`src/design/bus_pkg.sv`:
```
package bus_pkg;

    // Internal register bus widths
    localparam int ADDR_W = 16;
    localparam int DATA_W = 32;

    // Address space select in bits 15:12
    typedef enum logic [3:0] {
        SPACE_REGS   = 4'h0,    // Global and channel registers
        SPACE_SAMPLE = 4'h1     // Block sample buffer
    } space_e;

    // Global register offsets, group 0
    typedef enum logic [3:0] {
        OFF_STATUS    = 4'h0,
        OFF_TIMESTAMP = 4'h1,
        OFF_COMMAND   = 4'h2
    } glb_off_e;

    // Per-channel register offsets, groups 1 to 4
    typedef enum logic [3:0] {
        OFF_DAC    = 4'h0,
        OFF_LIMIT  = 4'h1,
        OFF_CTRL   = 4'h2,
        OFF_OUTPUT = 4'h3      // Read-only clipped setpoint
    } reg_off_e;

    localparam logic [DATA_W-1:0] CMD_SAMPLE = 32'd1;  // Starts a block sample

    function automatic space_e addr_space(input logic [ADDR_W-1:0] addr);
        return space_e'(addr[15:12]);
    endfunction

    function automatic logic [3:0] addr_grp(input logic [ADDR_W-1:0] addr);
        return addr[7:4];       // 0 global, else channel + 1
    endfunction

    function automatic logic [3:0] addr_off(input logic [ADDR_W-1:0] addr);
        return addr[3:0];
    endfunction

endpackage

```
`src/design/board_pkg.sv`:
```
package board_pkg;

    localparam int NUM_CHAN   = 4;                  // Motor channels
    localparam int CHAN_W     = $clog2(NUM_CHAN);   // Channel index width
    localparam int DAC_W      = 16;                 // Signed setpoint
    localparam int LIMIT_W    = 15;                 // Unsigned current limit
    localparam int BOARD_ID_W = 4;
    localparam int WORD_W     = 32;                 // Timestamp and buffer word

    // Block sample buffer layout
    localparam int SMP_DEPTH    = 5;
    localparam int SMP_IDX_W    = 3;
    localparam int SMP_TS_ENTRY = 0;    // Channel outputs follow in entries 1 to 4

    // Status word fields
    localparam int STATUS_BUSY_BIT = 0;
    localparam int STATUS_ID_LSB   = 24;   // Board id in bits 27:24

    // Channel output widened to a full word
    function automatic logic [WORD_W-1:0] sext_out(input logic signed [DAC_W-1:0] val);
        return WORD_W'(val);
    endfunction

endpackage

```
`src/design/reg_bus_if.sv`:
```
interface reg_bus_if import bus_pkg::*; ();

    // Read channel
    logic              rreq;    // Held with raddr until rack
    logic [ADDR_W-1:0] raddr;
    logic              rack;    // One-cycle pulse with rdata
    logic [DATA_W-1:0] rdata;

    // Write channel
    logic              wen;     // One-cycle strobe
    logic [ADDR_W-1:0] waddr;
    logic [DATA_W-1:0] wdata;

    // Host side
    modport bridge (
        output rreq, raddr, wen, waddr, wdata,
        input  rack, rdata
    );

    // Register file side
    modport board (
        input  rreq, raddr, wen, waddr, wdata,
        output rack, rdata
    );

endinterface

```
`src/design/axil_reg_bridge.sv`:
```
module axil_reg_bridge import bus_pkg::*; (
    input  logic                  sysclk,
    input  logic                  rst,
    reg_bus_if.bridge             bus,

    // AXI4-Lite write address and data
    input  logic                  awvalid,
    output logic                  awready,
    input  logic [ADDR_W-1:0]     awaddr,
    input  logic                  wvalid,
    output logic                  wready,
    input  logic [DATA_W-1:0]     wdata,
    input  logic [DATA_W/8-1:0]   wstrb,    // Full-word stores only
    // Write response
    output logic                  bvalid,
    input  logic                  bready,
    output logic [1:0]            bresp,
    // Read address and data
    input  logic                  arvalid,
    output logic                  arready,
    input  logic [ADDR_W-1:0]     araddr,
    output logic                  rvalid,
    input  logic                  rready,
    output logic [DATA_W-1:0]     rdata,
    output logic [1:0]            rresp
);

    typedef enum logic [2:0] {IDLE, WRITE, WRESP, READ, RRESP} state_e;

    state_e state;
    logic   aw_hs;      // AW and W taken together
    logic   ar_hs;

    assign aw_hs = awready && awvalid && wvalid;
    assign ar_hs = arready && arvalid;

    assign bresp = 2'b00;   // Always OKAY
    assign rresp = 2'b00;

    // One transaction at a time
    always_ff @(posedge sysclk) begin
        if (rst) begin
            state    <= IDLE;
            awready  <= 1'b0;
            wready   <= 1'b0;
            arready  <= 1'b0;
            bvalid   <= 1'b0;
            rvalid   <= 1'b0;
            bus.wen  <= 1'b0;
            bus.rreq <= 1'b0;
        end else begin
            case (state)
                IDLE: begin
                    if (aw_hs) begin
                        awready <= 1'b0;
                        wready  <= 1'b0;
                        bus.wen <= 1'b1;          // Store on next edge
                        state   <= WRITE;
                    end else if (ar_hs) begin
                        arready  <= 1'b0;
                        bus.rreq <= 1'b1;
                        state    <= READ;
                    end else if (!awready && !arready) begin
                        // Writes win when both arrive together
                        if (awvalid && wvalid) begin
                            awready <= 1'b1;
                            wready  <= 1'b1;
                        end else if (arvalid) begin
                            arready <= 1'b1;
                        end
                    end
                end
                WRITE: begin
                    bus.wen <= 1'b0;
                    bvalid  <= 1'b1;
                    state   <= WRESP;
                end
                WRESP: begin
                    if (bready) begin
                        bvalid <= 1'b0;
                        state  <= IDLE;
                    end
                end
                READ: begin
                    if (bus.rack) begin               // Board answered
                        bus.rreq <= 1'b0;
                        rvalid   <= 1'b1;
                        state    <= RRESP;
                    end
                end
                RRESP: begin
                    if (rready) begin
                        rvalid <= 1'b0;
                        state  <= IDLE;
                    end
                end
                default: state <= IDLE;
            endcase
        end
    end

    // Address, data and response payload
    always_ff @(posedge sysclk) begin
        if (aw_hs && state == IDLE) begin
            bus.waddr <= awaddr;
            bus.wdata <= wdata;
        end
        if (ar_hs && state == IDLE) bus.raddr <= araddr;
        if (bus.rack && state == READ) rdata <= bus.rdata;   // Held until RREADY
    end

endmodule

```
`src/design/block_sampler.sv`:
```
module block_sampler import board_pkg::*; (
    input  logic                    sysclk,
    input  logic                    rst,
    input  logic                    sample_start,   // From COMMAND write
    output logic                    sample_busy,
    output logic [SMP_IDX_W-1:0]    sample_chan,    // Channel being copied
    input  logic signed [DAC_W-1:0] chan_output,
    input  logic [WORD_W-1:0]       timestamp,
    input  logic [SMP_IDX_W-1:0]    buf_raddr,
    output logic [WORD_W-1:0]       buf_rdata
);

    typedef enum logic {SMP_IDLE, SMP_RUN} smp_state_e;

    smp_state_e           state;
    logic [SMP_IDX_W-1:0] idx;                      // Entry written this cycle
    logic [WORD_W-1:0]    smp_buf [SMP_DEPTH];      // Kept until next sample

    // Walk the buffer once per start
    always_ff @(posedge sysclk) begin
        if (rst) begin
            state <= SMP_IDLE;
            idx   <= '0;
        end else begin
            case (state)
                SMP_IDLE: begin
                    if (sample_start) begin
                        state <= SMP_RUN;
                        idx   <= '0;
                    end
                end
                SMP_RUN: begin
                    idx <= idx + 1'b1;
                    if (idx == SMP_IDX_W'(SMP_DEPTH - 1)) state <= SMP_IDLE;  // Last entry
                end
                default: state <= SMP_IDLE;
            endcase
        end
    end

    assign sample_busy = (state == SMP_RUN);

    // Entry 1 holds channel 0
    assign sample_chan = (idx == SMP_IDX_W'(SMP_TS_ENTRY)) ? '0 : idx - 1'b1;

    // Timestamp first, then the sign-extended outputs
    always_ff @(posedge sysclk) begin
        if (state == SMP_RUN) begin
            if (idx == SMP_IDX_W'(SMP_TS_ENTRY)) smp_buf[idx] <= timestamp;
            else                                 smp_buf[idx] <= sext_out(chan_output);
        end
    end

    // Out-of-range entries read zero
    assign buf_rdata = (buf_raddr < SMP_DEPTH) ? smp_buf[buf_raddr] : '0;

endmodule

```
`src/design/motor_board.sv`:
```
module motor_board import bus_pkg::*, board_pkg::*; (
    input  logic                  sysclk,
    input  logic                  rst,
    input  logic [BOARD_ID_W-1:0] board_id,
    reg_bus_if.board              bus
);

    logic signed [DAC_W-1:0]   dac      [NUM_CHAN];   // Setpoints
    logic        [LIMIT_W-1:0] limit    [NUM_CHAN];   // Current limits
    logic        [NUM_CHAN-1:0] amp_en;               // CTRL bit 0
    logic signed [DAC_W-1:0]   chan_out [NUM_CHAN];   // Clipped, registered
    logic        [WORD_W-1:0]  timestamp;
    logic        [DATA_W-1:0]  status_word;
    logic        [DATA_W-1:0]  rd_mux;

    // Address decode
    logic [3:0]        w_grp, w_off, r_grp, r_off;
    logic [CHAN_W-1:0] w_chan, r_chan;
    logic              cmd_sample;
    logic              rd_hold, rd_fire;

    // Sampler hookup
    logic                    sample_start, sample_busy;
    logic [SMP_IDX_W-1:0]    sample_chan;
    logic signed [DAC_W-1:0] smp_out;
    logic [WORD_W-1:0]       buf_rdata;

    assign w_grp  = addr_grp(bus.waddr);
    assign w_off  = addr_off(bus.waddr);
    assign w_chan = CHAN_W'(w_grp - 4'd1);     // Group 1 is channel 0
    assign r_grp  = addr_grp(bus.raddr);
    assign r_off  = addr_off(bus.raddr);
    assign r_chan = CHAN_W'(r_grp - 4'd1);

    assign cmd_sample = glb_off_e'(w_off) == OFF_COMMAND && bus.wdata == CMD_SAMPLE;

    // Setpoint clamped to +/- limit, zero when amplifier off
    function automatic logic signed [DAC_W-1:0] clip_dac(
        input logic signed [DAC_W-1:0] sp,
        input logic [LIMIT_W-1:0]      lim,
        input logic                    en
    );
        logic signed [DAC_W-1:0] hi;
        hi = $signed({1'b0, lim});
        if (!en)       return '0;
        if (sp > hi)   return hi;
        if (sp < -hi)  return -hi;
        return sp;
    endfunction

    // Host register writes
    always_ff @(posedge sysclk) begin
        if (rst) begin
            for (int i = 0; i < NUM_CHAN; i++) begin
                dac[i]   <= '0;
                limit[i] <= '0;
            end
            amp_en       <= '0;
            sample_start <= 1'b0;
        end else begin
            sample_start <= 1'b0;                         // Pulse only
            if (bus.wen && addr_space(bus.waddr) == SPACE_REGS) begin
                if (w_grp == 4'd0) begin
                    if (cmd_sample && !sample_busy) sample_start <= 1'b1;   // Ignored when busy
                end else if (w_grp <= NUM_CHAN) begin
                    case (reg_off_e'(w_off))
                        OFF_DAC:   dac[w_chan]    <= bus.wdata[DAC_W-1:0];
                        OFF_LIMIT: limit[w_chan]  <= bus.wdata[LIMIT_W-1:0];
                        OFF_CTRL:  amp_en[w_chan] <= bus.wdata[0];
                        default:   ;                              // OUTPUT is read-only
                    endcase
                end
            end
        end
    end

    // Outputs lag register changes by one cycle
    always_ff @(posedge sysclk) begin
        if (rst) begin
            for (int i = 0; i < NUM_CHAN; i++) chan_out[i] <= '0;
            timestamp <= '0;
        end else begin
            for (int i = 0; i < NUM_CHAN; i++) begin
                chan_out[i] <= clip_dac(dac[i], limit[i], amp_en[i]);
            end
            timestamp <= timestamp + 1'b1;                // Free-running
        end
    end

    always_comb begin
        status_word = '0;
        status_word[STATUS_ID_LSB +: BOARD_ID_W] = board_id;
        status_word[STATUS_BUSY_BIT]             = sample_busy;
    end

    // Read mux, unmapped addresses give zero
    always_comb begin
        rd_mux = '0;
        case (addr_space(bus.raddr))
            SPACE_REGS: begin
                if (r_grp == 4'd0) begin
                    case (glb_off_e'(r_off))
                        OFF_STATUS:    rd_mux = status_word;
                        OFF_TIMESTAMP: rd_mux = timestamp;
                        default:       rd_mux = '0;       // COMMAND reads zero
                    endcase
                end else if (r_grp <= NUM_CHAN) begin
                    case (reg_off_e'(r_off))
                        OFF_DAC:    rd_mux = sext_out(dac[r_chan]);
                        OFF_LIMIT:  rd_mux = DATA_W'(limit[r_chan]);
                        OFF_CTRL:   rd_mux = DATA_W'(amp_en[r_chan]);
                        OFF_OUTPUT: rd_mux = sext_out(chan_out[r_chan]);
                        default:    rd_mux = '0;
                    endcase
                end
            end
            SPACE_SAMPLE: rd_mux = buf_rdata;
            default:      rd_mux = '0;
        endcase
    end

    // Buffer reads wait out a running sample, start pulse included
    assign rd_hold = addr_space(bus.raddr) == SPACE_SAMPLE && (sample_busy || sample_start);
    assign rd_fire = bus.rreq && !bus.rack && !rd_hold;

    always_ff @(posedge sysclk) begin
        if (rst) bus.rack <= 1'b0;
        else     bus.rack <= rd_fire;
    end

    always_ff @(posedge sysclk) begin
        if (rd_fire) bus.rdata <= rd_mux;
    end

    assign smp_out = (sample_chan < NUM_CHAN) ? chan_out[sample_chan[CHAN_W-1:0]] : '0;

    block_sampler sampler_i (
        .sysclk       (sysclk),
        .rst          (rst),
        .sample_start (sample_start),
        .sample_busy  (sample_busy),
        .sample_chan  (sample_chan),
        .chan_output  (smp_out),
        .timestamp    (timestamp),
        .buf_raddr    (bus.raddr[SMP_IDX_W-1:0]),
        .buf_rdata    (buf_rdata)
    );

endmodule

```
`src/design/motor_ctrl_top.sv`:
```
module motor_ctrl_top import bus_pkg::*, board_pkg::*; (
    input  logic                  sysclk,
    input  logic                  rst,
    input  logic [BOARD_ID_W-1:0] board_id,   // Rotary switch value

    // AXI4-Lite slave
    input  logic                  awvalid,
    output logic                  awready,
    input  logic [ADDR_W-1:0]     awaddr,
    input  logic                  wvalid,
    output logic                  wready,
    input  logic [DATA_W-1:0]     wdata,
    input  logic [DATA_W/8-1:0]   wstrb,
    output logic                  bvalid,
    input  logic                  bready,
    output logic [1:0]            bresp,
    input  logic                  arvalid,
    output logic                  arready,
    input  logic [ADDR_W-1:0]     araddr,
    output logic                  rvalid,
    input  logic                  rready,
    output logic [DATA_W-1:0]     rdata,
    output logic [1:0]            rresp
);

    reg_bus_if reg_bus ();      // Bridge to board register bus

    // Host side
    axil_reg_bridge bridge_i (
        .sysclk  (sysclk),
        .rst     (rst),
        .bus     (reg_bus.bridge),
        .awvalid (awvalid),
        .awready (awready),
        .awaddr  (awaddr),
        .wvalid  (wvalid),
        .wready  (wready),
        .wdata   (wdata),
        .wstrb   (wstrb),
        .bvalid  (bvalid),
        .bready  (bready),
        .bresp   (bresp),
        .arvalid (arvalid),
        .arready (arready),
        .araddr  (araddr),
        .rvalid  (rvalid),
        .rready  (rready),
        .rdata   (rdata),
        .rresp   (rresp)
    );

    // Channel and global registers plus sampler
    motor_board board_i (
        .sysclk   (sysclk),
        .rst      (rst),
        .board_id (board_id),
        .bus      (reg_bus.board)
    );

endmodule

```
`config.mk`:
```
export PLATFORM = sky130hd
export DESIGN_NAME = motor_ctrl_top
export DESIGN_NICKNAME = d
export VERILOG_FILES = /design/src/design/bus_pkg.sv /design/src/design/board_pkg.sv /design/src/design/reg_bus_if.sv /design/src/design/axil_reg_bridge.sv /design/src/design/block_sampler.sv /design/src/design/motor_board.sv /design/src/design/motor_ctrl_top.sv
export SDC_FILE = /design/constraint.sdc
export NUM_CORES = 1
export LEC_CHECK = 0
export ABC_CLOCK_PERIOD_IN_PS = 16980
export BUFFER_PORTS_ARGS = -buffer_cell sky130_fd_sc_hd__buf_2
export CORE_ASPECT_RATIO = 1.5
export CORE_MARGIN = 3
export CORE_UTILIZATION = 44
export CTS_BUF_LIST = sky130_fd_sc_hd__clkbuf_4
export CTS_CLUSTER_SIZE = 40
export DETAILED_ROUTE_END_ITERATION = 6
export GPL_TIMING_DRIVEN = 0
export SYNTH_ARGS = -nofsm -noshare
export SYNTH_HDL_FRONTEND = slang
export SYNTH_SLANG_ARGS = --single-unit
```
`constraint.sdc`:
```
create_clock -name sysclk -period 16.98 [get_ports sysclk]
set_input_delay 5.094 -clock sysclk [delete_from_list [all_inputs] [get_ports sysclk]]
set_output_delay 5.094 -clock sysclk [all_outputs]
set_load 0.03 [all_outputs]
```
==> impl_metrics.ini <==
[floorplan]
die_w_microns = 207
core_area_sq_um = 59300
ios = 120
rows = 109
initial_core_util = 0.448
die-area_sq_um = 63400
dieHeight_microns = 307

[power_and_ir_drop]
ir_worst_vdd_v = 0.0000734
swShare = 0.258
leakage_nw = 11.3
switching_power_mw = 0.716
sequentialPowerShare = 0.528
combinationalPowerShare = 0.105
powerDensity_nw_per_um2 = 92.9
clockPowerShare = 0.367
internal_power_mw = 2.06

[cells_and_area]
nets = 2558
synthToLayoutAreaGrowth_pct = 12.7
num-fill-cells = 5263
design_area_sq_um = 29900
drive_gt1_frac = 0.212

[timing]
rsz0062_at_grt = false
finalHoldViolCount = 0
relSlewSlack = 0.198
drv_slew = 0
setup_viol = 0
tightest_slew_ns = 1.20
worst_clock_skew_ns = 0.0651
fin_crit_ns = 6.72
period_share = 0.396
fin_setup_tns_ns = 0
fmax_mhz = 149

[clock_tree]
cts_buffers = 119
cts_hold_buf = 0
clkLatencyLatePin_ns = 0.93
h-tree-depth = 3
cts-root-buf = clkbuf_4
cts.path.max_buffers = 3
path_clk_slew_ns = 0.07
post_cts_resized = 0
postCtsSetupRepairBufs = 0
cts.sinks = 522
cts_tree = done

[yosys]
yosysWarningCount = 0
synth_top_flop_cell = edfxtp_1
syn-cell-area_sq_um = 26600
ys_ff_latch = 522
async_flop_share = 0
avgSynthCellArea_sq_um = 12.7
synth_edf_count = 404
yosysSeqAreaShare = 0.546
ys_types = 81
synthCells = 2097

[worst_setup_path]
cp-start-kind = flop
cp.required_ns = 11.89
reg2reg_from = board_i.limit[0][1]
end_kind = output port
worstSetupStartpoint = bridge_i.awready
crit_path_cell_trace = buf_4 > buf_2
arrival_ns = 1.63
cp_slowest_cell = dfxtp_1
path_max_fanout = 6
setup.worst_path.class = reg2out
worst-r2r-cell-count = 15
critPathMaxStageDelay_ns = 0.41

[min_path]
hold_depth = 0
min_from = board_i.bus.rdata[17]
hold_path.class = reg2reg

[detailed_routing]
vias = 18600
drtIter0Drc = 1213
drc_errors = 0
viasPerCell = 5.79
drt_wl_total_mm = 82.2
drt-pass1-iter-count = 7
wl_per_cell_microns = 25.5
ant_nets = 0

[global_routing]
grt_max_degree = 33
grt_pass1_vias = 19200
antenna_found_initial = 4
gr-total-overflow = 0
grtUsageTotal = 0.260
grt_first_pass_wirelength_mm = 120

[placement]
hpwl_mm = 65.2
postPlaceCellArea_sq_um = 28300
gp_congestion = 1.05
numPortBuffers = 103

[status]
status = finished, final reports clean

[run]
cap_violations = 0
cell usage in the layout (no fill, tap or decap), drive strengths merged, types with 15 or more instances in the layout:
cell / netlist / routed
a21oi: 96 / 96
a22o: 42 / 42
a22oi: 16 / 16
a32o: 19 / 19
and2: 131 / 131
and3: 15 / 15
buf: 50 / 172
clkbuf: 66 / 242
clkinv: 0 / 35
dfxtp: 118 / 118
edfxtp: 404 / 404
ha: 136 / 136
inv: 102 / 103
mux2: 17 / 17
mux2i: 39 / 39
mux4: 97 / 97
nand2: 144 / 144
nand3: 52 / 52
nand4: 36 / 36
nor2: 76 / 76
nor2b: 18 / 18
nor3: 50 / 50
nor4: 22 / 22
o211ai: 17 / 17
o21ai: 61 / 61
o22ai: 34 / 34
or3: 16 / 16
xnor2: 53 / 53
xor2: 25 / 25
state kept, by name, summed over array words and instances, names as in the netlist, named ones only:
register and count:
board_i.sampler_i.sample_busy 1, bridge_i.bvalid 1, board_i.timestamp 32, board_i.sampler_i.smp_buf 160
bridge_i.bus.raddr 12, board_i.chan_out 64, board_i.sampler_i.idx 3, bridge_i.bus.wdata 32
board_i.sample_start 1, bridge_i.bus.wen 1, bridge_i.arready 1, bridge_i.bus.rreq 1
bridge_i.rdata 32, bridge_i.state 3, bridge_i.bus.waddr 12, board_i.bus.rdata 32
bridge_i.rvalid 1, board_i.amp_en 4, board_i.bus.rack 1, board_i.limit 60
bridge_i.awready 1, board_i.dac 64
area by class of cell:
cell class | count | area, sq um | area share
Sequential cell | 522 | 14500 | 0.484
Multi-Input combinational cell | 1360 | 11200 | 0.373
Clock buffer | 176 | 1320 | 0.0441
Tap cell | 777 | 972 | 0.0325
Timing Repair Buffer | 122 | 736 | 0.0246
Buffer | 116 | 567 | 0.0189
Inverter | 102 | 383 | 0.0128
Clock inverter | 41 | 272 | 0.00907
Antenna cell | 3 | 7.51 | 0.000251
kinds of logic after synthesis:
kind of cell | synth area share
and+or+nand+nor | 0.127
DFF | 0.546
AOI/OAI and AO/OA | 0.0969
buffers and inverters | 0.0358
muxes | 0.104
adders and majority gates | 0.0645
xor gates and xnor gates | 0.0257
other | 0.000141
routing by layer:
layer	share of wire	up-vias	track usage
met4	0.087	0	0.193
met2	0.53	636	0.480
met3	0.039	264	0.0345
met1	0.34	9154	0.263
li1	-	8568	-
met5	0	-	0
metrics by stage:
step,util,hold slack (ns),total power [mW],cells,worst slack (ns)
floorplan,-,0.400,1.68,2100,6.96
global placement,0.473,0.402,1.77,2980,5.33
detailed placement,0.477,0.405,1.79,2999,9.45
CTS,0.504,0.421,2.80,3216,10.18
global route,0.504,0.424,2.90,3217,10.16
finish,0.504,0.420,2.78,3219,10.26
final timing paths:
kind	endpoint	slack (ns)
setup / recovery	wready	10.26
setup reg to reg	board_i.chan_out[0][6]	12.20
hold reg to reg	bridge_i.rdata[17]	0.42
hold / removal	bridge_i.rdata[17]	0.42
power groups by stage:
stage                     sequential (mW)  combinational [mW]  clock [mW]
after floorplan                      1.48               0.200           0
after global placement               1.50               0.276           0
final                                1.47               0.291        1.02
after CTS                            1.47               0.292        1.05
after detailed placement             1.50               0.291           0
after global routing                 1.47               0.318        1.11
Yosys cell counts, drive strengths merged (6+ instances only):
cell | number | area (sq um)
a211oi | 8 | 60.1
a21o | 13 | 97.6
a21oi | 96 | 484
a221oi | 6 | 52.6
a22o | 42 | 368
a22oi | 16 | 120
a31oi | 9 | 71.3
a32o | 19 | 190
and2 | 131 | 820
and3 | 15 | 93.8
and4 | 9 | 78.8
buf | 50 | 315
clkbuf | 66 | 251
dfxtp | 118 | 2360
edfxtp | 404 | 12100
ha | 136 | 1700
inv | 102 | 383
mux2 | 17 | 191
mux2i | 39 | 390
mux4 | 97 | 2180
nand2 | 144 | 541
nand2b | 13 | 81.3
nand3 | 52 | 265
nand4 | 36 | 231
nor2 | 76 | 288
nor2b | 18 | 113
nor3 | 50 | 323
nor4 | 22 | 165
o211a | 7 | 70.1
o211ai | 17 | 128
o21a | 7 | 52.6
o21ai | 61 | 305
o22ai | 34 | 219
o31ai | 12 | 90.1
or2 | 8 | 50.1
or3 | 16 | 115
xnor2 | 53 | 464
xor2 | 25 | 219
critical path, delay by kind of cell (launching register included):
family	cells	cell delay [ns]
flops	1	0.41
buf+inv	2	0.32
(Power assumes the default switching activity.)
